## src/issue_macros.svh

```systemverilog
`ifndef ISSUE_MACROS_SVH
`define ISSUE_MACROS_SVH

// Core geometry
`define ISSUE_WARPS 4
`define ISSUE_WARP_BITS 2
`define ISSUE_REGS 32
`define ISSUE_REG_BITS 5
`define ISSUE_XLEN 32

// Per-warp instruction buffer and tag sizes
`define ISSUE_IBUF_DEPTH 4
`define ISSUE_UUID_BITS 8

`endif
```

## src/issue_pkg.sv

```systemverilog
`default_nettype none

`include "issue_macros.svh"

package issue_pkg;

    // Target execution unit, also used as the dispatch slot index
    typedef enum logic [0:0] {
        EX_ALU = 1'b0,
        EX_LSU = 1'b1
    } ex_type_t;

    typedef struct packed {
        logic [`ISSUE_UUID_BITS-1:0] uuid;
        logic [`ISSUE_WARP_BITS-1:0] wid;
        ex_type_t                    ex_type;
        // Opcode is not interpreted here and travels through unchanged
        logic [3:0]                  op_type;
        logic                        wb;
        logic [`ISSUE_REG_BITS-1:0]  rd;
        logic [`ISSUE_REG_BITS-1:0]  rs1;
        logic [`ISSUE_REG_BITS-1:0]  rs2;
    } decode_t;

    typedef struct packed {
        logic [`ISSUE_WARP_BITS-1:0] wid;
        logic [`ISSUE_REG_BITS-1:0]  rd;
        logic [`ISSUE_XLEN-1:0]      data;
    } writeback_t;

    typedef struct packed {
        decode_t                instr;
        logic [`ISSUE_XLEN-1:0] rs1_data;
        logic [`ISSUE_XLEN-1:0] rs2_data;
    } operands_t;

endpackage

`default_nettype wire

```

## src/issue_operands.sv

```systemverilog
`timescale 1ns/100ps
`default_nettype none

`include "issue_macros.svh"

module issue_operands (
    input  wire                   clk,
    input  wire                   reset,

    input  wire                   sched_valid,
    input  issue_pkg::decode_t    sched_data,
    output logic                  sched_ready,

    input  wire                   writeback_valid,
    input  issue_pkg::writeback_t writeback_data,

    output logic                  opd_valid,
    output issue_pkg::operands_t  opd_data,
    input  wire                   opd_ready
);
    localparam int ADDR_BITS = `ISSUE_WARP_BITS + `ISSUE_REG_BITS;

    // One flat array, addressed by {warp, register}
    logic [`ISSUE_XLEN-1:0] rf [`ISSUE_WARPS * `ISSUE_REGS];

    logic [ADDR_BITS-1:0] wr_addr;
    logic [ADDR_BITS-1:0] rs1_addr;
    logic [ADDR_BITS-1:0] rs2_addr;
    logic                 load;

    assign wr_addr  = {writeback_data.wid, writeback_data.rd};
    assign rs1_addr = {sched_data.wid, sched_data.rs1};
    assign rs2_addr = {sched_data.wid, sched_data.rs2};

    assign sched_ready = !opd_valid || opd_ready;
    assign load = sched_valid && sched_ready;

    // Write port
    always_ff @(posedge clk) begin
        if (writeback_valid) begin
            rf[wr_addr] <= writeback_data.data;
        end
    end

    // The scoreboard holds any reader until its writeback has landed,
    // so the synchronous read always returns committed data
    always_ff @(posedge clk) begin
        if (load) begin
            opd_data.instr    <= sched_data;
            opd_data.rs1_data <= rf[rs1_addr];
            opd_data.rs2_data <= rf[rs2_addr];
        end
    end

    always_ff @(posedge clk) begin
        if (reset) begin
            opd_valid <= 1'b0;
        end else if (load) begin
            opd_valid <= 1'b1;
        end else if (opd_ready) begin
            opd_valid <= 1'b0;
        end
    end

endmodule

`default_nettype wire

```

## config.mk

```make
export PLATFORM = sky130hd
export DESIGN_NAME = issue_operands
export DESIGN_NICKNAME = d
export VERILOG_FILES = /design/src/issue_pkg.sv /design/src/issue_operands.sv
export VERILOG_INCLUDE_DIRS = /design/src /design/src/src
export SDC_FILE = /design/constraint.sdc
export NUM_CORES = 2
export LEC_CHECK = 0
export BUFFER_PORTS_ARGS = -buffer_cell sky130_fd_sc_hd__buf_2
export CELL_PAD_IN_SITES_DETAIL_PLACEMENT = 1
export CELL_PAD_IN_SITES_GLOBAL_PLACEMENT = 2
export CORE_MARGIN = 3
export CORE_UTILIZATION = 45
export DETAILED_ROUTE_END_ITERATION = 6
export PLACE_DENSITY = 0.74
export SLEW_MARGIN = 20
export SYNTH_ARGS = -nofsm -noshare
export SYNTH_HDL_FRONTEND = slang
export SYNTH_SLANG_ARGS = --single-unit
export TNS_END_PERCENT = 100
```

## constraint.sdc

```tcl
create_clock -name clk -period 5.1 [get_ports clk]
set_input_delay 1.02 -clock clk [delete_from_list [all_inputs] [get_ports clk]]
set_output_delay 1.02 -clock clk [all_outputs]
set_load 0.005 [all_outputs]
```

Word-level counts from Yosys, hierarchy flattened
Memories as Yosys holds them, arrays and structs flattened. A register that Yosys moved wholly into a read port is not among the register bits.
Index checks and enable logic that the tools add are counted.
- register bits after elaboration: 32
- memory bits (writable): 4096
- bits of input ports: 75
- output and inout bits: 97
- memories: 1
- multiplexer cells: 4
- reduce and logical (&&, ||, !) cells: 4
- memories (memory ; words ; width ; read ports ; clocked after Yosys merged registers in ; write ports ; line ; RTL):
    rf ; 128 ; 32 ; 2 ; 2 ; 1 ; issue_operands.sv:24 ; logic [`ISSUE_XLEN-1:0] rf [`ISSUE_WARPS * `ISSUE_REGS];
- operator list (cell ; number):
    $mux W1 ; 4
    $reduce_bool A2 Y1 ; 1
    $logic_and A1 B1 Y1 ; 1
    $logic_not A1 Y1 ; 1
    $logic_or A1 B1 Y1 ; 1

Logic depth before layout (Yosys ltp)
- depth in word-level cells: 4
- mapped depth: 8

Worst setup path after synthesis
No wires, ideal clock.
- path type: input port to flip-flop
- start: input port writeback_valid
- end: memory rf[98][0] (netlist name) (enable)
- arrival: 3.798 ns
- data required time: 4.639 ns
- path slack: 0.841 ns
- stages on the path: 3
- cell sequence: clkbuf_1 -> nand4_1 -> nor3_1
- longest elaborated chain between the ends: 2
- RTL lines (what ; line ; RTL):
    from (decl) ; issue_operands.sv:14 ; input wire writeback_valid,
    $mux W1 ; issue_operands.sv:40 ; if (writeback_valid) begin
    $mux W1 (not written as such) ; issue_operands.sv:41 ; rf[wr_addr] <= writeback_data.data;
    to (decl) ; issue_operands.sv:24 ;
No other way between the ends.

==> metrics.cfg <==
[power]
total_power_uw=78000
vdd_drop_max_v=0.000326
power.density_nw_per_um2=357
power.leakage_uw=0.0667

[clock_network]
root_buffer=clkbuf_16
cts.hold.buffers_added=0
clk_path_buf_depth=4
cts_tree=built
clkLatencyLatePin_ns=1.01
cts.htree.levels=5
cts-resized-gates=0
clk_pin_slew_ns=0.06
cts_buffers=438
cts_setup_buffers=0
cts.sinks=4192

[synth]
synthesis.nets=7811
synth_xor_area_frac=0
muxShareOfSynthArea=0.322
synth_top_family_by_area=multiplexers
yosysWarningCount=0
yosys.area_share.simple=0.00373
ys_ff_latch=4192
synth_compound_area_frac=0.0000263
yosysUniqueCellTypes=20
synth_cells=7736
syn_avg_cell_area_um2=24.6
synth-seq-area-share=0.661
synthAdderAreaFrac=0
syn_area_um2=190000

[timing]
slew_viol_final=0
relSlewSlack=0.224
rsz0062_at_grt=no
tightest_slew_ns=1.16
setup_violations=0
finalClockSkew_ns=0.0481
hold_viol_final=0
finalSetupTns_ns=0
fin_crit_sh=0.715
fmax_ghz=0.274
timing.final.crit_period_ns=3.65

[floorplan]
coreArea_um2=421000
start_util=0.453
rows=238
die_h_um=656
die_area_um2=431000
ios=172
die_w_um=656

[status]
status=completed

[global_routing]
grt_pass1_vias=105000
grt_max_degree=129
antenna_found_initial=85
overflow=0
grt_usage=0.294
grt_pass1_wl_um=878000

[placement]
dp_hpwl_um=388000
gp_congestion=0.877
dp_cells=13500
placed_cell_area_um2=204000
port_buffers=171

[detailed_routing]
drtIter0Drc=17600
vias=103000
wl_per_cell_um=44.3
drcViolationCount=0
postRouteAntennaNets=0
wl_um=640000
vias_per_cell=7.10
drtPass1Iterations=5

[min_path]
min_path_type=in -> reg

[worst_setup_path]
cp_max_fo=26
cp-start-kind=input pin
cp.arrival_ns=4.38
path_class=in -> reg
end_kind=flop
cp_data_required_time_ns=5.84

[layout]
stdcell_area_um2=219000
final_cells=14500
drive_gt1_frac=0.494
area_delta_synth_final_pct=14.9
post-route-util=0.520
num-fill-cells=35400
nets=8335

[run]
drv_cap=0

-- placed cells by master (no fill, tap or decap), drive strengths merged, types with 3 or more instances in the layout --
cell	instances
bufinv	67
clkinvlp	27
mux2	64
buf	701
nor3	9
edfxtp	4191
inv	24
mux4	2688
diode	200
nand2	14
nor2	122
clkinv	182
nand2b	3
clkbuf	502
nand3	12
nor2b	7
nand4	3
-- cell families after synthesis --
group | after synthesis
multiplexers | 2752
buffers and inverters | 619
AO/OA/AOI/OAI | 1
AND/OR/NAND/NOR | 172
flip-flops | 4192
-- power breakdown --
part           switching, µW  internal, µW
registers                295         38100
logic                   3510          2800
clock network          13900         19300
total                  17700         60300
-- per-stage QoR --
step	setup WS (ns)	hold WS, ns
3_5_place_dp	0.513	0.546
2_1_floorplan	0.841	0.522
3_3_place_gp	0.534	0.505
6_report	1.45	0.201
5_1_grt	1.43	0.149
4_1_cts	1.56	0.120
-- state kept, by name (all words and copies together) (netlist names) --
name and count:
rf 4096, opd_valid 1, opd_data 95
-- layout make-up --
type                    instances  area [µm²]  share of cell area
diodes                        200         500             0.00229
clock buffers                 501       11300              0.0518
clock inverters               299        3450              0.0158
inverters                       1        3.75           0.0000172
multi-input cells            2925       62900               0.288
flip-flops and latches       4192      126000               0.575
well taps                    5640        7060              0.0323
repair buffers                702        7660              0.0350
-- cells in the mapped netlist, drive strengths merged --
master | count | share of area
a21oi | 1 | 0.000026
and2 | 1 | 0.000033
buf | 237 | 0.0060
clkbuf | 381 | 0.0075
dfxtp | 1 | 0.00011
edfxtp | 4191 | 0.66
inv | 1 | 0.000020
mux2 | 64 | 0.0038
mux4 | 2688 | 0.32
nand2 | 14 | 0.00028
nand2b | 3 | 0.000099
nand3 | 12 | 0.00032
nand4 | 3 | 0.000099
nor2 | 122 | 0.0024
nor2b | 7 | 0.00023
nor3 | 9 | 0.00024
or3 | 1 | 0.000033
-- critical path: stages --
cell and delay (ns):
buf_12 0.26, buf_12 0.31, buf_4 0.46, mux4_2 0.59
mux4_2 0.61, mux4_2 0.64, mux2_2 0.31
-- final timing paths --
path                            cells after the start                      to  slack [ns]              startpoint
worst max register to register                      4  opd_data[35]$_DFFE_PP_        2.21    rf[118][3]$_DFFE_PP_
worst min-delay path                                1  opd_data[87]$_DFFE_PP_        0.20          sched_data[23]
worst min register to register                      2  opd_valid$_SDFFE_PP0P_        0.54  opd_valid$_SDFFE_PP0P_
worst max-delay path                                7  opd_data[23]$_DFFE_PP_        1.45           sched_data[0]
-- routing by layer --
metal / global-route usage / routed length, µm
met1: 0.401 / 232000
met2: 0.449 / 304000
met3: 0.0697 / 74200
met4: 0.143 / 29700
met5: 0 / 180
Power figures use the tool's default switching activity.
