===== config.mk =====
export PLATFORM = sky130hd
export DESIGN_NAME = issue_scoreboard
export DESIGN_NICKNAME = d
export VERILOG_FILES = /design/src/issue_pkg.sv /design/src/issue_scoreboard.sv
export VERILOG_INCLUDE_DIRS = /design/src /design/src/src
export SDC_FILE = /design/constraint.sdc
export NUM_CORES = 1
export LEC_CHECK = 0
export ABC_AREA = 0
export BUFFER_PORTS_ARGS = -buffer_cell sky130_fd_sc_hd__buf_2
export CAP_MARGIN = 20
export CORE_MARGIN = 4
export CORE_UTILIZATION = 63
export CTS_BUF_LIST = sky130_fd_sc_hd__clkbuf_2 sky130_fd_sc_hd__clkbuf_4 sky130_fd_sc_hd__clkbuf_8
export DETAILED_ROUTE_END_ITERATION = 7
export GPL_TIMING_DRIVEN = 0
export PLACE_DENSITY_LB_ADDON = 0.2
export SLEW_MARGIN = 20
export SYNTH_ARGS = -nofsm -noshare
export SYNTH_HDL_FRONTEND = slang
export SYNTH_SLANG_ARGS = --single-unit

===== constraint.sdc =====
create_clock -name clk -period 9.6 [get_ports clk]
set_clock_uncertainty 0.2 [all_clocks]
set_input_delay 1.92 -clock clk [delete_from_list [all_inputs] [get_ports clk]]
set_output_delay 1.92 -clock clk [all_outputs]
set_load 0.01 [all_outputs]

===== src/issue_macros.svh =====
`ifndef ISSUE_MACROS_SVH
`define ISSUE_MACROS_SVH

// Core geometry
`define ISSUE_WARPS 4
`define ISSUE_WARP_BITS 2
`define ISSUE_REGS 32
`define ISSUE_REG_BITS 5
`define ISSUE_XLEN 32

// Per-warp instruction buffer and tag sizes
`define ISSUE_IBUF_DEPTH 4
`define ISSUE_UUID_BITS 8

`endif

===== src/issue_pkg.sv =====
`default_nettype none

`include "issue_macros.svh"

package issue_pkg;

    // Target execution unit, also used as the dispatch slot index
    typedef enum logic [0:0] {
        EX_ALU = 1'b0,
        EX_LSU = 1'b1
    } ex_type_t;

    typedef struct packed {
        logic [`ISSUE_UUID_BITS-1:0] uuid;
        logic [`ISSUE_WARP_BITS-1:0] wid;
        ex_type_t                    ex_type;
        // Opcode is not interpreted here and travels through unchanged
        logic [3:0]                  op_type;
        logic                        wb;
        logic [`ISSUE_REG_BITS-1:0]  rd;
        logic [`ISSUE_REG_BITS-1:0]  rs1;
        logic [`ISSUE_REG_BITS-1:0]  rs2;
    } decode_t;

    typedef struct packed {
        logic [`ISSUE_WARP_BITS-1:0] wid;
        logic [`ISSUE_REG_BITS-1:0]  rd;
        logic [`ISSUE_XLEN-1:0]      data;
    } writeback_t;

    typedef struct packed {
        decode_t                instr;
        logic [`ISSUE_XLEN-1:0] rs1_data;
        logic [`ISSUE_XLEN-1:0] rs2_data;
    } operands_t;

endpackage

`default_nettype wire


===== src/issue_scoreboard.sv =====
`timescale 1ns/100ps
`default_nettype none

`include "issue_macros.svh"

module issue_scoreboard (
    input  wire                     clk,
    input  wire                     reset,

    input  wire [`ISSUE_WARPS-1:0]  head_valid,
    input  issue_pkg::decode_t      head_data [`ISSUE_WARPS],
    output logic [`ISSUE_WARPS-1:0] head_ready,

    input  wire                     writeback_valid,
    input  issue_pkg::writeback_t   writeback_data,

    output logic                    sched_valid,
    output issue_pkg::decode_t      sched_data,
    input  wire                     sched_ready
);
    logic [`ISSUE_REGS-1:0]      pending [`ISSUE_WARPS];
    logic [`ISSUE_WARPS-1:0]     eligible;
    logic [`ISSUE_WARP_BITS-1:0] last_wid;
    logic [`ISSUE_WARP_BITS-1:0] grant_wid;
    logic                        grant_valid;
    logic                        grant_fire;

    // A head waits while any register it touches is still owed a writeback
    always_comb begin
        for (int w = 0; w < `ISSUE_WARPS; w++) begin
            eligible[w] = head_valid[w]
                && !pending[w][head_data[w].rs1]
                && !pending[w][head_data[w].rs2]
                && !(head_data[w].wb && pending[w][head_data[w].rd]);
        end
    end

    // Round-robin search starting one past the last granted warp
    always_comb begin : rr_pick
        logic [`ISSUE_WARP_BITS-1:0] idx;
        grant_valid = 1'b0;
        grant_wid   = last_wid;
        for (int i = 1; i <= `ISSUE_WARPS; i++) begin
            idx = last_wid + `ISSUE_WARP_BITS'(i);
            if (!grant_valid && eligible[idx]) begin
                grant_valid = 1'b1;
                grant_wid   = idx;
            end
        end
    end

    assign grant_fire = grant_valid && (!sched_valid || sched_ready);

    always_comb begin
        for (int w = 0; w < `ISSUE_WARPS; w++) begin
            head_ready[w] = grant_fire && (grant_wid == `ISSUE_WARP_BITS'(w));
        end
    end

    always_ff @(posedge clk) begin
        if (reset) begin
            for (int w = 0; w < `ISSUE_WARPS; w++) begin
                pending[w] <= '0;
            end
            last_wid    <= `ISSUE_WARP_BITS'(`ISSUE_WARPS - 1);
            sched_valid <= 1'b0;
        end else begin
            if (writeback_valid) begin
                pending[writeback_data.wid][writeback_data.rd] <= 1'b0;
            end
            // Set comes after clear so a same-edge grant keeps its claim
            if (grant_fire && head_data[grant_wid].wb) begin
                pending[grant_wid][head_data[grant_wid].rd] <= 1'b1;
            end
            if (grant_fire) begin
                last_wid    <= grant_wid;
                sched_valid <= 1'b1;
            end else if (sched_ready) begin
                sched_valid <= 1'b0;
            end
        end
    end

    always_ff @(posedge clk) begin
        if (grant_fire) begin
            sched_data <= head_data[grant_wid];
        end
    end

endmodule

`default_nettype wire


; After elaboration in Yosys (flattened, before gate mapping)
; Memories as Yosys holds them, arrays and structs flattened.
; Index checks and enable logic that the tools add are counted.
; W data, S select, Z words.
[classes]
add_sub_neg = 3
order_cmp = 21
eq_ne = 3
mux = 63
bitwise = 1
n_reduce_logical = 48
[ops]
columns = operator, n
row1 = $mux W32, 6
row2 = $lt A5 B6 Y1 const B, 14
row3 = $reduce_or A32 Y1, 2
row4 = $bmux W31 S2, 1
row5 = $mux W31, 2
row6 = $bmux W1 S5, 12
row7 = $mux W1, 30
row8 = $logic_and A1 B1 Y1, 27
row9 = $logic_not A1 Y1, 16
row10 = $lt A2 B3 Y1 const B, 4
row11 = $mux W2, 6
row12 = $demux W1 S5, 2
row13 = $ge A5 B1 Y1 const B, 2
row14 = $bmux W1 S2, 4
row15 = $add A2 B2 Y2 const B, 2
row16 = $eq A2 B2 Y1 const B, 2
row17 = $ge A3 B3 Y1 const B, 1
row18 = $not A2 Y3, 1
row19 = $add A2 B1 Y2 const B, 1
row20 = $eq A2 B1 Y1 const B, 1
row21 = $logic_not A2 Y1, 1
row22 = $reduce_bool A2 Y1, 1
row23 = $logic_or A1 B1 Y1, 1
[word_totals]
ff_bits = 34
mem_bits_rw = 128
inputBits = 171
out_inout_bits = 36
wordCells = 150
mem_count = 1
[memory_table]
columns = memory, words, word_bits, rd, rd_clocked_by_memory_dff, write_ports, line_no
row1 = pending, 4, 32, 4, 0, 4, issue_scoreboard.sv:21  ; logic [`ISSUE_REGS-1:0] pending [`ISSUE_WARPS];

; Depth between registers and ports, before layout
[logic_depth]
word_depth = 29
depth_mapped = 17
depth_no_buf = 12

; Worst setup path before layout
; No wires, ideal clock.
[synth_timing]
kind = in2out
startpoint = in head_data[62] (netlist bit)
endpoint = out head_ready[2]
arrival_ps = 5007
slack_ps = 2473
stages = 12
cell_sequence = buf_2 mux4_2 mux4_2 nand2_1 o41ai_2 nor3_4 buf_4 nand2b_1 o21ai_0 inv_1 nand2_1 nor2_1
[synth_via]
elab_chain_cells = 19
word_cells_on_any_way = 30
[synth_lines]
columns = item, line_no
row1 = start: declaration, issue_scoreboard.sv:11  ; input issue_pkg::decode_t head_data [`ISSUE_WARPS],
row2 = $bmux W1 S5 *, issue_scoreboard.sv:33  ; && !pending[w][head_data[w].rs2]
row3 = $mux W1 (implied by the code) *, issue_scoreboard.sv:33
row4 = $logic_not A1 Y1 *, issue_scoreboard.sv:33
row5 = $logic_and A1 B1 Y1 *, issue_scoreboard.sv:33
row6 = $logic_and A1 B1 Y1 *, issue_scoreboard.sv:34  ; && !(head_data[w].wb && pending[w][head_data[w].rd]);
row7 = $bmux W1 S2, issue_scoreboard.sv:45  ; if (!grant_valid && eligible[idx]) begin
row8 = $mux W1 (implied by the code), issue_scoreboard.sv:45
row9 = $mux W1, issue_scoreboard.sv:45
row10 = (+4 left out), -
row11 = $logic_and A1 B1 Y1, issue_scoreboard.sv:45
row12 = $mux W1, issue_scoreboard.sv:45
row13 = $logic_not A1 Y1, issue_scoreboard.sv:45
row14 = $logic_and A1 B1 Y1, issue_scoreboard.sv:45
row15 = $mux W1 *, issue_scoreboard.sv:45
row16 = $logic_and A1 B1 Y1 *, issue_scoreboard.sv:52  ; assign grant_fire = grant_valid && (!sched_valid || sched_ready);
row17 = net grant_fire, issue_scoreboard.sv:26  ; logic grant_fire;
row18 = $logic_and A1 B1 Y1 *, issue_scoreboard.sv:56  ; head_ready[w] = grant_fire && (grant_wid == `ISSUE_WARP_BITS'(w));
row19 = end: declaration, issue_scoreboard.sv:12  ; output logic [`ISSUE_WARPS-1:0] head_ready,
; The timed path passes the listed nets; every way through them passes the cells marked *. The select of a mux whose other input is x is not followed.

; Final worst setup path
[layout_timing]
startpoint = in head_data[94] (netlist bit)
endpoint = out head_ready[1]
[layout_via]
elab_chain_cells = 19
word_cells_on_any_way = 30
[layout_lines]
columns = item, line_no
row1 = $bmux W1 S5 *, issue_scoreboard.sv:33
row2 = $mux W1 (implied by the code) *, issue_scoreboard.sv:33
row3 = $logic_not A1 Y1 *, issue_scoreboard.sv:33
row4 = $logic_and A1 B1 Y1 *, issue_scoreboard.sv:33
row5 = $logic_and A1 B1 Y1 *, issue_scoreboard.sv:34
row6 = $bmux W1 S2, issue_scoreboard.sv:45
row7 = $mux W1 (implied by the code), issue_scoreboard.sv:45
row8 = $mux W1, issue_scoreboard.sv:45
row9 = (+3 left out), -
row10 = $logic_not A1 Y1, issue_scoreboard.sv:45
row11 = $logic_and A1 B1 Y1, issue_scoreboard.sv:45
row12 = $mux W1, issue_scoreboard.sv:45
row13 = $logic_not A1 Y1, issue_scoreboard.sv:45
row14 = $logic_and A1 B1 Y1, issue_scoreboard.sv:45
row15 = $mux W2 or $mux W1 (tied branches), issue_scoreboard.sv:45
row16 = $eq A2 B1 Y1 or $logic_and A1 B1 Y1 (tied branches), "issue_scoreboard.sv:56, issue_scoreboard.sv:52"
row17 = $logic_and A1 B1 Y1 *, issue_scoreboard.sv:56
; Every way passes the cells marked *; elsewhere a longest branch is shown, timed or not. The select of a mux whose other input is x is not followed.

==> key figures <==
Run status
  – Outcome: completed

CTS
  – Max clock buf depth: 2
  – CTS resizes: 0
  – Post CTS Setup Buffer Count: 0
  – H-Tree Depth: 4
  – CTS sink cnt: between 150 and 200
  – Post-CTS Hold Buffers: 0
  – Clk Latency, worst-skew pair: approximately 480 ps
  – Root Driver: clkbuf_8
  – Num CTS Buffers: 17
  – CTS tree: yes
  – Clock transition at path regs: 80 ps

Timing
  – Period minus WS final: 8493 ps
  – Final Hold Fails: 0
  – Post-route clock period utilization: 0.8847
  – Fmax: 117.7 MHz
  – Final setup viols: 0
  – Worst Tran Pin Value: roughly 1200 ps
  – Setup Total Neg Slack: 0 ps
  – Max-slew headroom: 0.2128
  – RSZ-0062 raised after global routing: false
  – Pins over their slew limit: 0

Final layout
  – Design area: approximately 13,000 sq um
  – Nets: roughly 1.5k
  – Area grow syn2layout: 13.10%
  – Final core occ: 0.7293
  – Fraction of layout cells with a size suffix above 1: 0.2248
  – Post-route non-filler standard cell count: 1,596

Pwr
  – Leak Pwr: 4.675 nW
  – PwrDens: 158.7 nW/um^2
  – Maximum vdd drop: about 130 uV

Global route
  – Largest net degree at the start of global routing: 38
  – Vias in the first global route: 11.11k
  – Global-route wire length before repair: 65.88 mm
  – Global route overflow: 0
  – Initial antenna violation count: 3
  – Total GRT Usage: 0.4371

Yosys
  – Synthesized net count: 1,355
  – Synth top area share: 0.2351
  – Synth Warn #: 0
  – Primary FF master, synth: dfxtp_1
  – Number of flops mapped to enable cells by yosys: 31
  – Cell Area, Synth: roughly 11,000 sq um
  – Post-synth cell types: 65
  – Seq/Total Area, Yosys: 0.3186
  – Cells after synthesis: 1,184
  – Commonest cells post-synth: dfxtp_1, mux2i_1, o31ai_1
  – Flops & latches, synth: ~160
  – Ranking of synthesized cells by area: dfxtp_1, mux4_2, mux2i_1
  – FFs w/ async S/R, synth: 0
  – Syn avg cell area: 9.420 sq um
  – Largest area contributor in the netlist: dfxtp_1
  – Top-count cell post-synth: dfxtp_1

Critical path
  – Critical Path AT: approximately 6400 ps
  – Crit-path slowest cell: clkbuf_1
  – CP most frequent cell: clkbuf_1
  – Worst EP required: 7480 ps
  – CP peak stage delay: 640 ps
  – Critical Path Fanout Max: 10
  – Crit path kind: in2out
  – Crit path capture type: output port
  – CP cell instances: buf_2, clkbuf_1, mux4_2, o2111ai_1, and4_1, nand4_4, nor2b_2, o22ai_1, clkbuf_1, clkbuf_1, clkbuf_1, and3_1, buf_2
  – Delay-heaviest family, CP: buffers and inverters
  – Crit path launch type: primary input
  – Flop-to-flop setup slack: around 3700 ps
  – Buffers & Inverters on Critical Path: 6

Floorplan
  – Initial Utilization: 0.6448
  – DIE AREA: about 20,000 sq um
  – I/O pin count: 207
  – Die H: 141.1 um
  – Row count: 48
  – Core Region: 17,300 sq um
  – Die span in x: between 100 and 150 um

Placed design
  – Post-DP HPWL: approximately 34 mm
  – Placed inst area: around 12,000 sq um
  – # port buffers: 154
  – Dpl cells: 1,563
  – GPL Wtd Cong: 1.008

Run
  – Max-cap violations: 0

Routing
  – Drt pass-1 iters: 5
  – Vias post-DR: approximately 12k
  – Detailed Route Iter0 Violations: 1,973
  – Drt wl/cell: 28.00 um
  – DRC Markers: 0
  – Post-DRT Antenna Nets: 0
  – Detailed Route WL: between 40 and 50 mm
  – Drt via density: between 7 and 8

Worst hold path
  – Worst min path class: reg2reg
==> stage by stage <==
step | setup WS, ps | total power [mW] | hold WS, ps
after floorplan | 2473 | 1.201 | 274.6
after global placement | 1238 | 1.450 | 302.7
after detailed placement | 1306 | 1.463 | 308.7
after CTS | 1256 | 1.973 | 319.6
after global routing | 841.5 | 2.064 | 350.8
final | 1107 | 2.001 | 320.2
==> flip-flops by register name (all words and copies together), names as in the netlist <==
signal	cells
sched_valid	1
sched_data	31
pending	128
last_wid	2
==> cell usage in the layout, fill, tap and decap left out, types with 13 or more instances in the layout <==
cell,count
nor2_1,31
nand2_1,87
a22oi_1,29
mux2i_1,105
clkbuf_1,77
nand2b_1,19
o211ai_1,98
nand3_1,29
buf_2,181
mux4_2,53
a31oi_1,28
a21oi_1,42
o31ai_2,13
inv_1,17
clkbuf_8,17
a211oi_1,28
o21ai_0,52
o31ai_1,103
dfxtp_1,131
and2_1,23
edfxtp_1,31
nor2b_1,20
==> layout make-up <==
type / instances / area (sq um)
antenna: 1 / 2.502
buffer: 124 / 563.0
clock buffer: 17 / 234.0
clock inverter: 15 / 172.7
fill: 1348 / 4682
inverter: 18 / 67.56
multi-input combinational: 880 / 6969
sequential: 162 / 3553
tap: 225 / 281.5
timing repair buffer: 154 / 770.7
==> power breakdown <==
| part | switching (mW) | total (mW) | internal (mW) |
|---|---|---|---|
| combinational | 0.481 | 0.687 | 0.205 |
| sequential | 0.0217 | 0.786 | 0.764 |
| clock | 0.290 | 0.528 | 0.238 |
| total | 0.793 | 2.00 | 1.21 |
==> routing by layer <==
metal,wire (um),vias up,track usage
li1,-,5043,-
met1,15610,5546,0.5559
met2,18940,1077,0.6550
met3,7114,232,0.1479
met4,2964,8,0.2422
met5,51,-,0
==> worst paths after layout <==
| check | from | endpoint | cells past startpoint |
|---|---|---|---|
| worst max-delay path | head_data[94] | head_ready[1] | 13 |
| worst max register to register | pending[2][9] | pending[1][29] | 14 |
| worst min-delay path | pending[3][22] | pending[3][22] | 2 |
| worst min register to register | pending[3][22] | pending[3][22] | 2 |
==> cell families after synthesis <==
logic type,Yosys count,share of synthesized area
simple gates,289,0.1413
buf+inv,142,0.05654
mux,166,0.2093
flops,162,0.3186
compound gates,425,0.2742
==> worst register-to-register path, delay by kind of cell, from the launching register on <==
kind	cells	cell delay, ps
flops	1	380
compound gates	5	1430
simple gates	2	870
buf+inv	4	1430
mux	3	1470
(Power assumes the default switching activity.)
