`src/issue_macros.svh`:
```
`ifndef ISSUE_MACROS_SVH
`define ISSUE_MACROS_SVH

// Core geometry
`define ISSUE_WARPS 4
`define ISSUE_WARP_BITS 2
`define ISSUE_REGS 32
`define ISSUE_REG_BITS 5
`define ISSUE_XLEN 32

// Per-warp instruction buffer and tag sizes
`define ISSUE_IBUF_DEPTH 4
`define ISSUE_UUID_BITS 8

`endif
```
`src/issue_pkg.sv`:
```
`default_nettype none

`include "issue_macros.svh"

package issue_pkg;

    // Target execution unit, also used as the dispatch slot index
    typedef enum logic [0:0] {
        EX_ALU = 1'b0,
        EX_LSU = 1'b1
    } ex_type_t;

    typedef struct packed {
        logic [`ISSUE_UUID_BITS-1:0] uuid;
        logic [`ISSUE_WARP_BITS-1:0] wid;
        ex_type_t                    ex_type;
        // Opcode is not interpreted here and travels through unchanged
        logic [3:0]                  op_type;
        logic                        wb;
        logic [`ISSUE_REG_BITS-1:0]  rd;
        logic [`ISSUE_REG_BITS-1:0]  rs1;
        logic [`ISSUE_REG_BITS-1:0]  rs2;
    } decode_t;

    typedef struct packed {
        logic [`ISSUE_WARP_BITS-1:0] wid;
        logic [`ISSUE_REG_BITS-1:0]  rd;
        logic [`ISSUE_XLEN-1:0]      data;
    } writeback_t;

    typedef struct packed {
        decode_t                instr;
        logic [`ISSUE_XLEN-1:0] rs1_data;
        logic [`ISSUE_XLEN-1:0] rs2_data;
    } operands_t;

endpackage

`default_nettype wire

```
`src/issue_dispatch.sv`:
```
`timescale 1ns/100ps
`default_nettype none

`include "issue_macros.svh"

module issue_dispatch (
    input  wire                  clk,
    input  wire                  reset,

    input  wire                  opd_valid,
    input  issue_pkg::operands_t opd_data,
    output logic                 opd_ready,

    output logic                 alu_valid,
    output issue_pkg::operands_t alu_data,
    input  wire                  alu_ready,

    output logic                 lsu_valid,
    output issue_pkg::operands_t lsu_data,
    input  wire                  lsu_ready
);
    // Slot index is the ex_type encoding, ALU in slot 0 and LSU in slot 1
    logic [1:0]           slot_valid;
    logic [1:0]           slot_ready;
    logic [1:0]           slot_load;
    issue_pkg::operands_t slot_data [2];
    issue_pkg::ex_type_t  target;

    assign target     = opd_data.instr.ex_type;
    assign slot_ready = {lsu_ready, alu_ready};

    // Only the selected unit's slot decides whether the instruction moves
    assign opd_ready = !slot_valid[target] || slot_ready[target];

    always_comb begin
        for (int u = 0; u < 2; u++) begin
            slot_load[u] = opd_valid && opd_ready && (target == u);
        end
    end

    always_ff @(posedge clk) begin
        if (reset) begin
            slot_valid <= '0;
        end else begin
            for (int u = 0; u < 2; u++) begin
                if (slot_load[u]) begin
                    slot_valid[u] <= 1'b1;
                end else if (slot_ready[u]) begin
                    slot_valid[u] <= 1'b0;
                end
            end
        end
    end

    always_ff @(posedge clk) begin
        for (int u = 0; u < 2; u++) begin
            if (slot_load[u]) begin
                slot_data[u] <= opd_data;
            end
        end
    end

    assign alu_valid = slot_valid[issue_pkg::EX_ALU];
    assign alu_data  = slot_data[issue_pkg::EX_ALU];
    assign lsu_valid = slot_valid[issue_pkg::EX_LSU];
    assign lsu_data  = slot_data[issue_pkg::EX_LSU];

endmodule

`default_nettype wire

```
`config.mk`:
```
export PLATFORM = sky130hd
export DESIGN_NAME = issue_dispatch
export DESIGN_NICKNAME = d
export VERILOG_FILES = /design/src/issue_pkg.sv /design/src/issue_dispatch.sv
export VERILOG_INCLUDE_DIRS = /design/src /design/src/src
export SDC_FILE = /design/constraint.sdc
export NUM_CORES = 1
export LEC_CHECK = 0
export BUFFER_PORTS_ARGS = -buffer_cell sky130_fd_sc_hd__buf_2
export CAP_MARGIN = 30
export CORE_ASPECT_RATIO = 0.75
export CORE_MARGIN = 4
export CORE_UTILIZATION = 48
export DETAILED_ROUTE_END_ITERATION = 10
export HOLD_SLACK_MARGIN = 0.05
export PLACE_DENSITY = 0.95
export REMOVE_ABC_BUFFERS = 1
export SLEW_MARGIN = 20
export SYNTH_ARGS = -nofsm -noshare
export SYNTH_HDL_FRONTEND = slang
export SYNTH_SLANG_ARGS = --single-unit
```
`constraint.sdc`:
```
create_clock -name clk -period 14.3 [get_ports clk]
set_input_delay 1.43 -clock clk [delete_from_list [all_inputs] [get_ports clk]]
set_output_delay 1.43 -clock clk [all_outputs]
set_load 0.005 [all_outputs]
```
**Yosys cells after proc, flatten, opt, wreduce, memory -nomap -nowiden**

Memories as Yosys holds them, arrays and structs flattened.
Index checks and enable logic that the tools add are counted.
W data, S select, Z words.

- $lt $le $gt $ge: 1
- Mux-type cells: 15
- Bitwise operators: 1
- Reduce and logical (&&, ||, !) cells: 8

Operators by type and width:

| cell | number |
|---|---|
| $mux W95 | 1 |
| $reduce_or A95 Y1 | 1 |
| $mux W1 | 14 |
| $reduce_bool A2 Y1 | 2 |
| $logic_and A1 B1 Y1 | 3 |
| $lt A1 B2 Y1 const B | 1 |
| $logic_not A1 Y1 | 1 |
| $logic_or A1 B1 Y1 | 1 |
| $not A1 Y1 | 1 |

- Register bits after elaboration: 2
- RAM bits: 190
- Output and inout port bits: 193
- Memories kept: 1

Memories:

| memory | depth | width | rd ports | clocked after Yosys merged registers in | write ports | RTL line | RTL |
|---|---|---|---|---|---|---|---|
| slot_data | 2 | 95 | 2 | 0 | 1 | issue_dispatch.sv:26 | `issue_pkg::operands_t slot_data [2];` |

**Depth between registers and ports, before layout**

Gate-level depths: netlist of run 1.

- Word-level depth: 10
- Gate-level depth with buffers: 2
- Depth with buffers taken out: 2

**Worst setup path after synthesis of run 1**

No wires, ideal clock.

- Path kind: input to register
- From: input port opd_data[84] (netlist name)
- To: memory slot_data[0][0] (netlist name) (enable)
- Setup time: 0.561 ns
- Data arrival time: 5.805 ns
- Required time: 13.739 ns
- Slack: 7.934 ns
- Stages on the path: 2
- Buffers on the path: 0
- Path through: nand2b_1 > nor2b_1

- Elaborated cells between the ends (all ways): 17
- Those cells by class: 10 x mux; 1 x bitwise; 6 x reduce/logical

RTL lines:

| element | RTL line | RTL |
|---|---|---|
| start: declaration | issue_dispatch.sv:11 | `input issue_pkg::operands_t opd_data,` |
| $mux W1 (not written as such) (2 in a row) | issue_dispatch.sv:33 | `assign opd_ready = !slot_valid[target] \|\| slot_ready[target];` |
| $logic_not A1 Y1 | issue_dispatch.sv:33 |  |
| $logic_or A1 B1 Y1 | issue_dispatch.sv:33 |  |
| $logic_and A1 B1 Y1 | issue_dispatch.sv:37 | `slot_load[u] = opd_valid && opd_ready && (target == u);` |
| $logic_and A1 B1 Y1 * | issue_dispatch.sv:37 |  |
| via slot_load[0] | issue_dispatch.sv:25 | `logic [1:0] slot_load;` |
| $mux W1 * | issue_dispatch.sv:57 | `if (slot_load[u]) begin` |
| $mux W1 (not written as such) * | issue_dispatch.sv:58 | `slot_data[u] <= opd_data;` |
| $mux W1 (no line) * | - |  |
| end: declaration | issue_dispatch.sv:26 |  |

Mark *: on every way through the listed nets, which the timed path passes. The rest lies on a longest branch. The select of a mux whose other input is x is not followed.

**Worst setup path in the final report of run 1**

- From: input port alu_ready
- To: output port opd_ready

- Word-level cells in the longest chain between the ends: 3

Ends and longest elaborated chain:

| element | RTL line | RTL |
|---|---|---|
| start: declaration | issue_dispatch.sv:16 | `input wire alu_ready,` |
| $mux W1 (not written as such) (2 in a row) | issue_dispatch.sv:33 |  |
| $logic_or A1 B1 Y1 | issue_dispatch.sv:33 |  |
| end: declaration | issue_dispatch.sv:12 | `output logic opd_ready,` |

Every way passes these cells. The select of a mux whose other input is x is not followed.

==> impl_metrics.toml, run 1 <==
[die]
ioPinCount = 293
initial_core_util_pct = 49.5
die_w_um = 135
num_rows = 34
die_h_um = 103
dieArea_um2 = 14000
design.core.area_um2 = 11700

[layout]
regArea_um2 = 5750
multi_input_area_um2 = 86.3
diodes = 0
num-nets-final = 617
syn2layout_area_growth_pct = 39.6
layout-drive-gt1-share_pct = 62.8
n_fill_cell = 788

[sta]
period_minus_slack_ns = 3.50
timing.final.ws_setup_ns = 10.80
fmax_mhz = 286
fin_hold_ws_ns = 0.523
worstMarginPinSlew_ns = 0.665
fin_crit_sh_pct = 24.4
setup_tns_ns = 0
slew-limit-headroom_pct = 55.6
finClkSkew_ns = 0.00795
hold_viol_final = 0
maxSlewViolCount = 0
rsz0062_at_grt = "false"
setup_viol = 0

[clock_tree]
clk-insertion-delay-late_ns = 0.41
cts.clk_slew.worst_paths_ns = 0.07
numClockSinks = 192
cts_tree = "done"
postCtsHoldBufs = 0
cts_setup_buffers = 0
root_buffer = "clkbuf_16"
cts_buffer_depth = 2
cts_resized = 0
numCtsBuffers = 17
htreeDepth = 4

[placement]
dp_slack_ns = 10.80
globalplace.congestion = 0.771
dpl.hpwl_um = 9710
port_buffers = 292

[power_and_ir_drop]
peakVddDrop_v = 0.0000896
seq_power_share_pct = 57.1
power_density_nw_per_um2 = 141
clockPowerShare_pct = 37.8
p_switching_mw = 0.243
swShare_pct = 21.2
comb_power_share_pct = 5.1
intPower_mw = 0.903
p_leak_nw = 3.29

[routing]
ant_nets = 0
wirelength_um = 13000
viasPerCell = 4.63
first_pass_iters = 4
num_vias = 3203
route.detailed.drc = 0
wl_per_cell_um = 18.7
initialDrtViolationCount = 135

[global_routing]
grt_antenna_before_repair = 0
grt_usage_pct = 18.1
grt_first_pass_wirelength_um = 18300
grt_max_degree = 53
overflow = 0
grt_pass1_vias = 3382

[min_path]
hold_class = "reg2reg"
min_delay_path_depth = 2
hold_end = "slot_valid[1]$_SDFFE_PP0P_"
hp-start = "slot_valid[1]$_SDFFE_PP0P_"

[setup_path]
crit_fanout = 3
rr_worst_depth = 5
crit_required_ns = 12.87
cp-end-kind = "primary output"
worstReg2RegEnd = "slot_data[0][126]$_DFFE_PP_"
reg2reg_slack_ns = 12.30
r2r-start = "slot_valid[1]$_SDFFE_PP0P_"
start_kind = "input port"
crit_type = "in2out"
crit_arrival_ns = 2.07

[job]
max_cap_violations = 0

[yosys]
yosysSeqAreaShare_pct = 98.8
syn_area_per_cell_um2 = 28.9
yosys.area.top_type = "edfxtp_1"
synthCells = 201
yosysTopAreaCellShare_pct = 98.1
synth-seq-cells = 192
ys_types = 8
yosys-top-cells-area = "edfxtp_1, dfxtp_1, nand2b_4, nor2b_1, mux2_2"
yosysWarnings = 0
netlist_area_um2 = 5820

[outcome]
outcome = "finished, final reports clean"
## through the flow
stage | power [mW] | utilization (%) | cell area (µm²) | std cells
2_1_floorplan | 0.682 | - | 5820 | 201
3_3_place_gp | 0.720 | 64.0 | 7520 | 658
3_5_place_dp | 0.726 | 64.4 | 7570 | 660
4_1_cts | 1.16 | 69.1 | 8120 | 692
5_1_grt | 1.19 | 69.1 | 8120 | 692
6_report | 1.15 | 69.1 | 8120 | 692
## state kept, by name, summed over array words and instances (netlist names)
signal and count:
slot_data 190, slot_valid 2
## placed cells by master, fill, tap and decap left out, drive strengths merged
| master | Yosys | routed |
|---|---|---|
| nand2b | 3 | 3 |
| buf | 0 | 297 |
| mux2 | 1 | 1 |
| nand2 | 1 | 1 |
| nor2b | 2 | 2 |
| dfxtp | 2 | 2 |
| clkinv | 0 | 5 |
| edfxtp | 190 | 190 |
| clkinvlp | 0 | 2 |
| inv | 0 | 7 |
| a21oi | 2 | 2 |
| clkbuf | 0 | 18 |
## metal layers
metal | part of all wire (%) | global-route usage [%] | vias up
met2 | 54 | 32.5 | 175
met5 | 0 | 0 | -
met1 | 34 | 18.4 | 1555
li1 | - | - | 1455
met4 | 1.3 | 7.51 | 0
met3 | 11 | 8.37 | 18
## cell families after synthesis
group	after synthesis	synth area share (%)
compound gates	2	0.172
flops	192	98.8
mux	1	0.194
simple gates	6	0.860
## power by group through the flow
stage	registers [mW]	logic (mW)	clock network (mW)
floorplan	0.673	0.00912	0
global placement	0.665	0.0552	0
detailed placement	0.666	0.0602	0
CTS	0.654	0.0603	0.443
global route	0.656	0.0646	0.469
finish	0.654	0.0590	0.433
## worst max-delay path: stages
cell and delay, ns:
buf_2 0.11, nand2b_4 0.14, mux2_2 0.26, buf_2 0.13
## worst max path at each step
stage                  from                          end  cells past startpoint  slack [ns]
2_1_floorplan  opd_data[84]    slot_data[0][0]$_DFFE_PP_                      2        7.93
5_1_grt           alu_ready                    opd_ready                      4       10.78
4_1_cts           alu_ready                    opd_ready                      4       10.80
3_5_place_dp      alu_ready                    opd_ready                      4       10.80
3_3_place_gp   opd_data[84]  slot_data[0][153]$_DFFE_PP_                      4       10.62
6_report          alu_ready                    opd_ready                      4       10.80
## synth_stat cells
| cell type | instances |
|---|---|
| a21oi_1 | 2 |
| mux2_2 | 1 |
| dfxtp_1 | 2 |
| nand2_1 | 1 |
| edfxtp_1 | 190 |
| nand2b_1 | 1 |
| nand2b_4 | 2 |
| nor2b_1 | 2 |
## area by class of cell
class,count,share of cell area (%)
Clock buffer,18,5.29
Multi-Input combinational cell,9,1.06
Clock inverter,14,1.53
Sequential cell,192,70.8
Tap cell,162,2.50
Timing Repair Buffer,297,18.9
Note: power is estimated with default switching activity, not from simulation.
==> run 2, diff against run 1 <==
--- a/config.mk
+++ b/config.mk
@@ -10,10 +10,10 @@
 export CAP_MARGIN = 30
 export CORE_ASPECT_RATIO = 0.75
 export CORE_MARGIN = 4
-export CORE_UTILIZATION = 48
+export CORE_UTILIZATION = 45
 export DETAILED_ROUTE_END_ITERATION = 10
 export HOLD_SLACK_MARGIN = 0.05
-export PLACE_DENSITY = 0.95
+export PLACE_DENSITY = 0.91
 export REMOVE_ABC_BUFFERS = 1
 export SLEW_MARGIN = 20
 export SYNTH_ARGS = -nofsm -noshare
==> constraint.sdc (replaced) <==
create_clock -name clk -period 3.6 [get_ports clk]
set_input_delay 0.36 -clock clk [delete_from_list [all_inputs] [get_ports clk]]
set_output_delay 0.36 -clock clk [all_outputs]
set_load 0.005 [all_outputs]
==> run 2 against run 1 <==
Clock skew grew 0.0022 ns. Flip-flop and latch count stayed put. Via count grew 1.5%. Die area is 6.2% higher. Critical path depth decreased by 1. Combinational power grew to 3.9 times the previous value. Global-route usage increased by 0.17 points. Count of clock-buffer cells in the layout is 1 lower. Non-clock buffer count shrank 1.
==> impl_metrics.toml, run 2 (synthesis gave the netlist of run 1 again) <==
[routing]
first_pass_iters = 5
viasPerCell = 4.68
wirelength_um = 13400
ant_nets = 0
wl_per_cell_um = 19.3
route.detailed.drc = 0
num_vias = 3251
initialDrtViolationCount = 168

[sta]
worstMarginPinSlew_ns = 0.687
slew-limit-headroom_pct = 54.2
maxSlewViolCount = 0
period_minus_slack_ns = 1.60
finClkSkew_ns = 0.0102
fin_crit_sh_pct = 44.5
rsz0062_at_grt = "false"
hold_viol_final = 0
timing.final.ws_setup_ns = 2.00
fin_hold_ws_ns = 0.114
setup_viol = 0
fmax_mhz = 624

[min_path]
hp-start = "reset"
hold_class = "in2reg"
hold_end = "slot_valid[0]$_SDFFE_PP0P_"
min_delay_path_depth = 2

[setup_path]
reg2reg_slack_ns = 2.08
rr_worst_depth = 3
crit_required_ns = 3.24
r2r-start = "slot_valid[0]$_SDFFE_PP0P_"
cp_top_family = "flip-flops"
critical_path.slowest_cell = "dfxtp_1"
critPathMaxStageDelay_ns = 0.38
crit_fanout = 3
crit_chain = "nand2b_4 > mux2_2 > buf_2"
crit_arrival_ns = 1.24
worstReg2RegEnd = "slot_data[0][63]$_DFFE_PP_"
start_kind = "register"
crit_type = "reg2out"
critPathBufInv = 1
cp-end-kind = "primary output"

[clock_tree]
clk-insertion-delay-late_ns = 0.42
postCtsHoldBufs = 0
numClockSinks = 192
cts_resized = 0
cts_setup_buffers = 0
root_buffer = "clkbuf_16"
cts.clk_slew.worst_paths_ns = 0.07
cts_tree = "done"
htreeDepth = 4
cts_buffer_depth = 2
numCtsBuffers = 17

[job]
max_cap_violations = 0

[die]
die_h_um = 106
num_rows = 35
dieArea_um2 = 14800
initial_core_util_pct = 46.6
ioPinCount = 293
die_w_um = 139
design.core.area_um2 = 12500

[global_routing]
overflow = 0
grt_first_pass_wirelength_um = 20000
grt_antenna_before_repair = 0
grt_max_degree = 53
grt_usage_pct = 18.2
grt_pass1_vias = 3470

[placement]
globalplace.congestion = 0.824
place_inst = 663
dpl.hpwl_um = 9750
port_buffers = 292
dp_slack_ns = 1.84

[layout]
final_common_cell = "buf_2"
instances_no_fill = 695
layout_common_cells = "buf_2, edfxtp_1, clkbuf_16"
top_register = "slot_data"
num-nets-final = 616
diodes = 0
layout-drive-gt1-share_pct = 62.6
syn2layout_area_growth_pct = 39.0
n_fill_cell = 865
top_regs = "slot_data x190, slot_valid x2"
largest_register_ff_count = 190

[power_and_ir_drop]
power_density_nw_per_um2 = 565
p_leak_nw = 3.27
peakVddDrop_v = 0.000388

[outcome]
outcome = "finished, final reports clean"
run 2: per-stage QoR:
stage               util, %  setup TNS, ns  area [µm²]  power [mW]
floorplan                 -        -318.36        5820        2.71
global route           64.8              0        8080        4.75
finish                 64.8              0        8080        4.57
detailed placement     60.3              0        7530        2.88
CTS                    64.8              0        8080        4.61
global placement       60.3              0        7530        2.86
run 2: worst max-delay path by stage:
stage,from,end,depth (start not counted)
2_1_floorplan,opd_data[84],slot_data[0][0]$_DFFE_PP_,2
3_3_place_gp,opd_data[84],slot_data[0][57]$_DFFE_PP_,4
3_5_place_dp,opd_data[84],slot_data[0][31]$_DFFE_PP_,4
4_1_cts,slot_valid[1]$_SDFFE_PP0P_,opd_ready,3
5_1_grt,slot_valid[0]$_SDFFE_PP0P_,opd_ready,3
6_report,slot_valid[0]$_SDFFE_PP0P_,opd_ready,3
run 2: cell type report:
type	instances	area, µm²	share of cell area (%)
flip-flops and latches	192	5750	71.1
repair buffers	296	1490	18.4
clock buffers	17	425	5.26
well taps	166	208	2.57
clock inverters	15	128	1.58
multi-input cells	9	86.3	1.07
run 2: report_power, final:
part,internal [mW],switching (mW)
clock,0.906,0.835
sequential,2.57,0.0261
combinational,0.100,0.128
run 2: worst register-to-register path: stages, from the launching register on:
cell      delay (ns)
dfxtp_1         0.34
nand2b_4        0.08
nor2b_4         0.14
buf_4           0.54
run 2: routing by layer:
metal | share of wire [%] | up-vias | global-route usage [%]
li1 | - | 1451 | -
met2 | 53 | 225 | 31.9
met4 | 2.0 | 0 | 7.33
met1 | 33 | 1554 | 18.6
met5 | 0 | - | 0
met3 | 12 | 21 | 9.31
